[src/mips_isa_pkg.sv]
`default_nettype none

package mips_isa_pkg;

	typedef enum logic [5:0] {
		OP_RTYPE = 6'd0,
		OP_ADDI  = 6'd8,
		OP_ORI   = 6'd13
	} opcode_e;

	typedef enum logic [5:0] {
		F_ADD = 6'd32,
		F_SUB = 6'd34,
		F_AND = 6'd36,
		F_OR  = 6'd37,
		F_SLT = 6'd42
	} funct_e;

	// Software names of the 32 general purpose registers, numbered 0 to 31.
	typedef enum logic [4:0] {
		ZERO, AT, V0, V1, A0, A1, A2, A3,
		T0, T1, T2, T3, T4, T5, T6, T7,
		S0, S1, S2, S3, S4, S5, S6, S7,
		T8, T9, K0, K1, GP, SP, FP, RA
	} reg_name_e;

	typedef enum logic [2:0] {
		ALU_ADD, ALU_SUB, ALU_AND, ALU_OR, ALU_SLT
	} alu_op_e;

endpackage

`default_nettype wire

[src/rf_bus_pkg.sv]
`default_nettype none

package rf_bus_pkg;

	typedef enum logic {
		REQ_EXEC, REQ_HOST
	} requester_e;

	typedef enum logic [1:0] {
		ARB_IDLE, ARB_ACK, ARB_RELEASE
	} arb_state_e;

	typedef enum logic [2:0] {
		EX_IDLE, EX_READ, EX_READ_DONE, EX_WRITE, EX_WRITE_DONE, EX_ACK
	} exec_state_e;

endpackage

`default_nettype wire

[src/rf_bus_if.sv]
`timescale 1ns/1ps
`default_nettype none

interface rf_bus_if;

	logic        req;
	logic        ack;
	logic        we;
	logic [4:0]  raddr1;
	logic [4:0]  raddr2;
	logic [4:0]  waddr;
	logic [31:0] wdata;
	logic [31:0] rdata1;
	logic [31:0] rdata2;

	modport requester (
		output req, we, raddr1, raddr2, waddr, wdata,
		input  ack, rdata1, rdata2
	);

	modport arbiter_side (
		input  req, we, raddr1, raddr2, waddr, wdata,
		output ack, rdata1, rdata2
	);

	modport regfile_side (
		input  we, raddr1, raddr2, waddr, wdata,
		output rdata1, rdata2
	);

endinterface

`default_nettype wire

[src/register_file.sv]
`timescale 1ns/1ps
`default_nettype none

module register_file import mips_isa_pkg::*; (
	input  logic clk,
	input  logic rst,
	rf_bus_if.regfile_side bus
);

	logic [31:0] regs [32];

	// *******************************************************************
	// Write port
	// *******************************************************************

	always_ff @(posedge clk) begin
		if (!rst) begin
			for (int i = 0; i < 32; i++) begin
				regs[i] <= '0;
			end
		end else if (bus.we && bus.waddr != ZERO) begin
			regs[bus.waddr] <= bus.wdata; // Writes to $zero are dropped here.
		end
	end

	// *******************************************************************
	// Read ports
	// *******************************************************************

	// Reads are asynchronous, so a read in the write cycle sees the old value.
	assign bus.rdata1 = (bus.raddr1 == ZERO) ? '0 : regs[bus.raddr1];
	assign bus.rdata2 = (bus.raddr2 == ZERO) ? '0 : regs[bus.raddr2];

endmodule

`default_nettype wire

[src/rf_arbiter.sv]
`timescale 1ns/1ps
`default_nettype none

module rf_arbiter import rf_bus_pkg::*; (
	input  logic clk,
	input  logic rst,
	rf_bus_if.arbiter_side exec_bus,
	rf_bus_if.arbiter_side host_bus,
	rf_bus_if.requester    rf_bus
);

	arb_state_e state;
	requester_e last_grant; // Also the live grant while in ARB_ACK.
	requester_e pick;
	logic       any_req;
	logic       sel_host;
	logic       grant_req;

	assign any_req = exec_bus.req | host_bus.req;

	always_comb begin
		if (exec_bus.req && host_bus.req) begin
			pick = (last_grant == REQ_EXEC) ? REQ_HOST : REQ_EXEC; // Round robin on a tie.
		end else if (host_bus.req) begin
			pick = REQ_HOST;
		end else begin
			pick = REQ_EXEC;
		end
	end

	assign sel_host  = (state == ARB_IDLE) ? (pick == REQ_HOST) : (last_grant == REQ_HOST);
	assign grant_req = (last_grant == REQ_HOST) ? host_bus.req : exec_bus.req;

	always_ff @(posedge clk) begin
		if (!rst) begin
			state      <= ARB_IDLE;
			last_grant <= REQ_HOST;
		end else begin
			case (state)
				ARB_IDLE: begin
					if (any_req) begin
						last_grant <= pick;
						state      <= ARB_ACK;
					end
				end
				ARB_ACK: begin
					if (!grant_req) begin
						state <= ARB_RELEASE;
					end
				end
				default: state <= ARB_IDLE; // One dead cycle after every release.
			endcase
		end
	end

	// The granted side's fields are steered onto the register file bus.
	assign rf_bus.req    = (state == ARB_IDLE && any_req) || state == ARB_ACK;
	assign rf_bus.raddr1 = sel_host ? host_bus.raddr1 : exec_bus.raddr1;
	assign rf_bus.raddr2 = sel_host ? host_bus.raddr2 : exec_bus.raddr2;
	assign rf_bus.waddr  = sel_host ? host_bus.waddr : exec_bus.waddr;
	assign rf_bus.wdata  = sel_host ? host_bus.wdata : exec_bus.wdata;
	assign rf_bus.we     = (state == ARB_IDLE) && any_req &&
		(sel_host ? host_bus.we : exec_bus.we); // Write lands on the ack-rise edge.

	assign exec_bus.ack    = (state == ARB_ACK) && (last_grant == REQ_EXEC);
	assign host_bus.ack    = (state == ARB_ACK) && (last_grant == REQ_HOST);
	assign exec_bus.rdata1 = exec_bus.ack ? rf_bus.rdata1 : '0;
	assign exec_bus.rdata2 = exec_bus.ack ? rf_bus.rdata2 : '0;
	assign host_bus.rdata1 = host_bus.ack ? rf_bus.rdata1 : '0;
	assign host_bus.rdata2 = host_bus.ack ? rf_bus.rdata2 : '0;

endmodule

`default_nettype wire

[src/instr_executor.sv]
`timescale 1ns/1ps
`default_nettype none

module instr_executor import mips_isa_pkg::*, rf_bus_pkg::*; (
	input  logic        clk,
	input  logic        rst,
	input  logic        instr_req,
	input  logic [31:0] instr,
	output logic        instr_ack,
	output logic [31:0] result,
	output logic        illegal,
	rf_bus_if.requester bus
);

	exec_state_e state;
	logic [31:0] instr_q;
	alu_op_e     alu_op;
	logic        dec_illegal;
	logic        is_itype;
	logic        sign_ext;
	logic [31:0] imm_ext;
	logic [31:0] op_b;
	logic [31:0] alu_out;

	// *******************************************************************
	// Decode
	// *******************************************************************

	always_comb begin
		alu_op      = ALU_ADD;
		dec_illegal = 1'b0;
		is_itype    = 1'b0;
		sign_ext    = 1'b0;
		case (opcode_e'(instr_q[31:26]))
			OP_RTYPE: begin
				case (funct_e'(instr_q[5:0]))
					F_ADD:   alu_op = ALU_ADD;
					F_SUB:   alu_op = ALU_SUB;
					F_AND:   alu_op = ALU_AND;
					F_OR:    alu_op = ALU_OR;
					F_SLT:   alu_op = ALU_SLT;
					default: dec_illegal = 1'b1;
				endcase
			end
			OP_ADDI: begin
				is_itype = 1'b1;
				sign_ext = 1'b1;
			end
			OP_ORI: begin
				is_itype = 1'b1;
				alu_op   = ALU_OR;
			end
			default: dec_illegal = 1'b1;
		endcase
	end

	assign imm_ext = sign_ext ? {{16{instr_q[15]}}, instr_q[15:0]} : {16'b0, instr_q[15:0]};
	assign op_b    = is_itype ? imm_ext : bus.rdata2;

	// Operands come straight off the bus while the read ack is high.
	always_comb begin
		case (alu_op)
			ALU_ADD: alu_out = bus.rdata1 + op_b;
			ALU_SUB: alu_out = bus.rdata1 - op_b;
			ALU_AND: alu_out = bus.rdata1 & op_b;
			ALU_OR:  alu_out = bus.rdata1 | op_b;
			ALU_SLT: alu_out = {31'b0, $signed(bus.rdata1) < $signed(op_b)};
			default: alu_out = '0;
		endcase
	end

	// *******************************************************************
	// Sequencing
	// *******************************************************************

	always_ff @(posedge clk) begin
		if (!rst) begin
			state   <= EX_IDLE;
			illegal <= 1'b0;
		end else begin
			case (state)
				EX_IDLE: begin
					if (instr_req) begin
						illegal <= 1'b0;
						state   <= EX_READ;
					end
				end
				EX_READ: begin
					if (bus.ack) begin
						illegal <= dec_illegal;
						state   <= EX_READ_DONE;
					end
				end
				EX_READ_DONE: begin
					if (!bus.ack) begin
						state <= illegal ? EX_ACK : EX_WRITE; // No write-back when illegal.
					end
				end
				EX_WRITE: begin
					if (bus.ack) begin
						state <= EX_WRITE_DONE;
					end
				end
				EX_WRITE_DONE: begin
					if (!bus.ack) begin
						state <= EX_ACK;
					end
				end
				EX_ACK: begin
					if (!instr_req) begin
						state <= EX_IDLE;
					end
				end
				default: state <= EX_IDLE;
			endcase
		end
	end

	always_ff @(posedge clk) begin
		if (state == EX_IDLE && instr_req) begin
			instr_q <= instr;
		end
		if (state == EX_READ && bus.ack) begin
			result <= dec_illegal ? '0 : alu_out;
		end
	end

	assign instr_ack  = (state == EX_ACK);
	assign bus.req    = (state == EX_READ) || (state == EX_WRITE);
	assign bus.we     = (state == EX_WRITE);
	assign bus.raddr1 = instr_q[25:21]; // rs
	assign bus.raddr2 = instr_q[20:16]; // rt
	assign bus.waddr  = is_itype ? instr_q[20:16] : instr_q[15:11];
	assign bus.wdata  = result;

endmodule

`default_nettype wire

[src/host_reg_port.sv]
`timescale 1ns/1ps
`default_nettype none

module host_reg_port (
	input  logic        clk,
	input  logic        rst,
	input  logic        host_req,
	input  logic        host_we,
	input  logic [4:0]  host_addr,
	input  logic [31:0] host_wdata,
	output logic        host_ack,
	output logic [31:0] host_rdata,
	rf_bus_if.requester bus
);

	typedef enum logic [1:0] {
		HP_IDLE, HP_BUS, HP_ACK
	} host_state_e;

	host_state_e state;
	logic        we_q;
	logic [4:0]  addr_q;
	logic [31:0] wdata_q;

	always_ff @(posedge clk) begin
		if (!rst) begin
			state <= HP_IDLE;
		end else begin
			case (state)
				HP_IDLE: begin
					if (host_req) begin
						state <= HP_BUS;
					end
				end
				HP_BUS: begin
					if (bus.ack) begin
						state <= HP_ACK;
					end
				end
				HP_ACK: begin
					if (!host_req) begin
						state <= HP_IDLE;
					end
				end
				default: state <= HP_IDLE;
			endcase
		end
	end

	always_ff @(posedge clk) begin
		if (state == HP_IDLE && host_req) begin
			we_q    <= host_we;
			addr_q  <= host_addr;
			wdata_q <= host_wdata;
		end
		if (state == HP_BUS && bus.ack) begin
			host_rdata <= bus.rdata1; // Held until the next transaction.
		end
	end

	assign host_ack   = (state == HP_ACK);
	assign bus.req    = (state == HP_BUS);
	assign bus.we     = we_q;
	assign bus.raddr1 = addr_q;
	assign bus.raddr2 = addr_q;
	assign bus.waddr  = addr_q;
	assign bus.wdata  = wdata_q;

endmodule

`default_nettype wire

[src/mips_exec_top.sv]
`timescale 1ns/1ps
`default_nettype none

module mips_exec_top (
	input  logic        clk,
	input  logic        rst,
	input  logic        instr_req,
	input  logic [31:0] instr,
	output logic        instr_ack,
	output logic [31:0] result,
	output logic        illegal,
	input  logic        host_req,
	input  logic        host_we,
	input  logic [4:0]  host_addr,
	input  logic [31:0] host_wdata,
	output logic        host_ack,
	output logic [31:0] host_rdata
);

	rf_bus_if exec_bus (); // REQ_EXEC side of the arbiter.
	rf_bus_if host_bus (); // REQ_HOST side of the arbiter.
	rf_bus_if rf_bus ();

	instr_executor u_exec (
		.clk       (clk),
		.rst       (rst),
		.instr_req (instr_req),
		.instr     (instr),
		.instr_ack (instr_ack),
		.result    (result),
		.illegal   (illegal),
		.bus       (exec_bus)
	);

	host_reg_port u_host (
		.clk        (clk),
		.rst        (rst),
		.host_req   (host_req),
		.host_we    (host_we),
		.host_addr  (host_addr),
		.host_wdata (host_wdata),
		.host_ack   (host_ack),
		.host_rdata (host_rdata),
		.bus        (host_bus)
	);

	rf_arbiter u_arb (
		.clk      (clk),
		.rst      (rst),
		.exec_bus (exec_bus),
		.host_bus (host_bus),
		.rf_bus   (rf_bus)
	);

	register_file u_rf (
		.clk (clk),
		.rst (rst),
		.bus (rf_bus)
	);

endmodule

`default_nettype wire

[config.mk]
export PLATFORM = sky130hd
export DESIGN_NAME = mips_exec_top
export DESIGN_NICKNAME = d
export VERILOG_FILES = /design/src/mips_isa_pkg.sv /design/src/rf_bus_pkg.sv /design/src/rf_bus_if.sv /design/src/register_file.sv /design/src/rf_arbiter.sv /design/src/instr_executor.sv /design/src/host_reg_port.sv /design/src/mips_exec_top.sv
export SDC_FILE = /design/constraint.sdc
export NUM_CORES = 2
export LEC_CHECK = 0
export BUFFER_PORTS_ARGS = -buffer_cell sky130_fd_sc_hd__buf_2
export CORE_ASPECT_RATIO = 1.5
export CORE_MARGIN = 2
export CORE_UTILIZATION = 65
export CTS_CLUSTER_SIZE = 24
export DETAILED_ROUTE_END_ITERATION = 12
export GPL_ROUTABILITY_DRIVEN = 1
export PLACE_DENSITY = 0.82
export SETUP_SLACK_MARGIN = 0.05
export SYNTH_ARGS = -nofsm -noshare
export SYNTH_HDL_FRONTEND = slang
export SYNTH_SLANG_ARGS = --single-unit
[constraint.sdc]
create_clock -name clk -period 8.6 [get_ports clk]
set_input_delay 1.72 -clock clk [delete_from_list [all_inputs] [get_ports clk]]
set_output_delay 1.72 -clock clk [all_outputs]
set_load 0.01 [all_outputs]
==> summary.txt <==
Buffers on Ports: 140
Final Cycle Share: 90.7%
Most frequently used flop master after synthesis: edfxtp_1
Vias in the first global route: 54.5k
Post-route setup TNS: 0 ns
Die width: 261 um
Syn Std Cell Area: 64600 um^2
DRT antenna net count: 0
Critical path fanouts, max: 32
Synth top area share: 53.9%
Leakage: 26.1 nW
Boundary pin count: 141
Post-route DRC violation count: 0
Grt total ovfl: 0
Die area: 102000 um^2
Starting Density: 65.6%
Resize count post-CTS: 0
FFs w/ async S/R, synth: 0%
Fin crit period: 7.80 ns
First-pass GRT wire length: 356 mm
H-Tree Depth: 3
Nets: 6254
Clk sinks: 1167
Top-count cell post-synth: nand2_1
Mapped Cells: 6138
Peak VDD IR: 186 uV
Number of max-cap violations: 0
Worst Hold Class: reg2reg
EDFF count, synth: 1158
FILL cells: 6648
Tot GR Track Use: 49.1%
Critical path launch point type: flop
Non-filler cells, final: 7455
Clock-pin transition on the worst setup and hold timing paths: 0.07 ns
Fmax: 128 MHz
CTS tree: yes
Synth top area cells: edfxtp_1, mux4_2, nand2_1, nor2_1, nand3_1
Final setup fails: 0
Critical path data required time: 9.09 ns
Yosys top cell by area: edfxtp_1
Postcts setup bufs: 0
FP Rows: 141
Avg Synthesized Cell Area: 10.5 um^2
Relative slew slack: 11.0%
Post-DP HPWL: 158 mm
Worst Tran Pin Value: 1.31 ns
FF+latch count, synth: 1167
Slew Viols, Final: 0
Status: completed
Largest net degree at the start of global routing: 116
# hold bufs at CTS: 0
Routability Congestion: 1.04
Post-DR vias/cell: 7.52
DR vias: 56.1k
Sequential share of the synthesized area: 54.1%
Total CTS buffers: 105
Critical path class: reg2reg
Detailed router's first-iteration violation count: 11.2k
Deepest clock path buffer count: 3
Synth cell types: 79
Placed insts: 7261
Initial antenna violation count: 9
Die Ht: 390 um
Avg WL per Cell: 33.7 um
Clock Latency Late Sink: 0.77 ns
Commonest cells post-synth: nand2_1, edfxtp_1, nor2_1, nand3_1, clkbuf_1
Worst Skew: 0.0513 ns
Crit path capture type: flop
Unrepaired setup endpoints after global routing: false
Syn-to-layout area delta: 8.97%
Pwr/cell area: 228 nW/um^2
Final Hold Fails: 0
Root Driver: clkbuf_16
TritonRoute pass-1 iters: 8
Yosys warnings: 0
Total wire length: 251 mm
Data arrival time of the critical path: 8.29 ns
Proportion of layout cells with a drive suffix above 1: 14.4%
Core area: 98400 um^2
[metal layers]
metal	wire length [um]	vias up	GRT usage, %
met5	169	-	0.780
met4	28000	12	42.5
met3	42600	1936	19.7
met2	110000	5935	73.0
met1	70300	26000	54.6
li1	-	22100	-
[sequential cells by signal (all words and copies together), names as in the netlist]
signal and count:
u_rf.regs 1024, u_exec.bus.wdata 32, u_exec.instr_q 32, u_host.bus.wdata 32
u_host.host_rdata 32, u_host.bus.raddr1 5, u_exec.state 3, u_arb.state 2
u_host.state 2, u_arb.last_grant 1, u_exec.illegal 1, u_host.bus.we 1
[worst max-delay path: stages, from the launching register on]
cell,delay [ns]
dfxtp_1,0.48
and3b_1,0.25
o21ai_1,0.27
o21a_1,0.68
mux2i_4,0.66
buf_12,0.33
buf_12,0.31
mux4_2,0.53
and2_1,0.18
a211oi_1,0.22
a31oi_1,0.19
a22o_1,0.32
ha_1,0.45
nor4_1,0.33
buf_4,0.17
nand2_1,0.05
o41ai_1,0.25
nor4_1,0.12
buf_4,0.18
a2111o_1,0.48
a311o_1,0.36
o311a_1,0.31
a211oi_1,0.22
a21oi_1,0.10
[per-stage QoR]
stage | power (mW) | utilization [%] | area [um^2] | hold WS (ns) | setup slack [ns]
3_5_place_dp | 11.1 | 68.1 | 67000 | 0.480 | 0.951
3_3_place_gp | 11.0 | 68.1 | 67000 | 0.488 | 1.05
5_1_grt | 16.3 | 71.5 | 70400 | 0.543 | 0.370
4_1_cts | 15.7 | 71.4 | 70300 | 0.493 | 0.922
2_1_floorplan | 9.50 | - | 64700 | 0.442 | 2.76
6_report | 16.1 | 71.5 | 70400 | 0.500 | 0.799
[where the power goes]
part | internal [mW] | switching (mW) | total (mW)
clock | 2.50 | 2.20 | 4.70
combinational | 1.43 | 3.32 | 4.75
sequential | 6.47 | 0.145 | 6.62
[worst paths after layout]
kind,start,endpoint,slack [ns],depth (start not counted)
worst max-delay path,u_exec.state[2],u_exec.bus.wdata[29],0.80,23
worst min-delay path,u_arb.state[1],u_arb.state[0],0.50,1
worst max register to register,u_exec.state[2],u_exec.bus.wdata[29],0.80,23
worst min register to register,u_arb.state[1],u_arb.state[0],0.50,1
[cells in the final DEF (no fill, tap or decap), types with 17 or more instances in the layout]
cell type / instances
edfxtp_1: 1158
nand2_2: 29
a22oi_1: 35
buf_12: 22
mux4_2: 255
a22o_1: 63
inv_1: 36
mux2i_1: 33
nor3_1: 28
clkbuf_1: 18
nand4_1: 17
nor3b_1: 24
ha_1: 96
o21bai_1: 22
conb_1: 32
o31ai_1: 21
mux2i_4: 35
o22ai_1: 21
nor2_1: 1101
clkbuf_16: 105
clkinv_1: 24
a31oi_1: 101
and2_1: 69
and3_1: 83
or3_1: 18
nor4_1: 19
nand2_1: 1224
a21oi_1: 159
a311oi_1: 113
buf_2: 140
a211oi_1: 79
nand3_1: 389
a21o_1: 18
o21ai_0: 73
a32oi_1: 17
buf_4: 210
[final cells by class]
type | instances | area (um^2) | area share (%)
Multi-Input combinational cell | 4399 | 27600 | 39.2
Inverter | 37 | 139 | 0.197
Sequential cell | 1167 | 35000 | 49.7
Clock inverter | 64 | 591 | 0.839
Clock buffer | 125 | 2720 | 3.87
Antenna cell | 4 | 10.0 | 0.0142
Timing Repair Buffer | 372 | 2720 | 3.86
Tap cell | 1287 | 1610 | 2.29
[kinds of logic after synthesis]
| family | count (synthesis) | synth area share, % |
|---|---|---|
| fa+ha+maj | 98 | 1.92 |
| simple gates | 3084 | 20.1 |
| xor+xnor | 11 | 0.149 |
| other cells | 1 | 0.00581 |
| mux | 324 | 9.99 |
| flops | 1167 | 54.1 |
| buf+inv | 603 | 4.33 |
| compound gates | 850 | 9.36 |
Note: power is estimated with default switching activity, not from simulation.
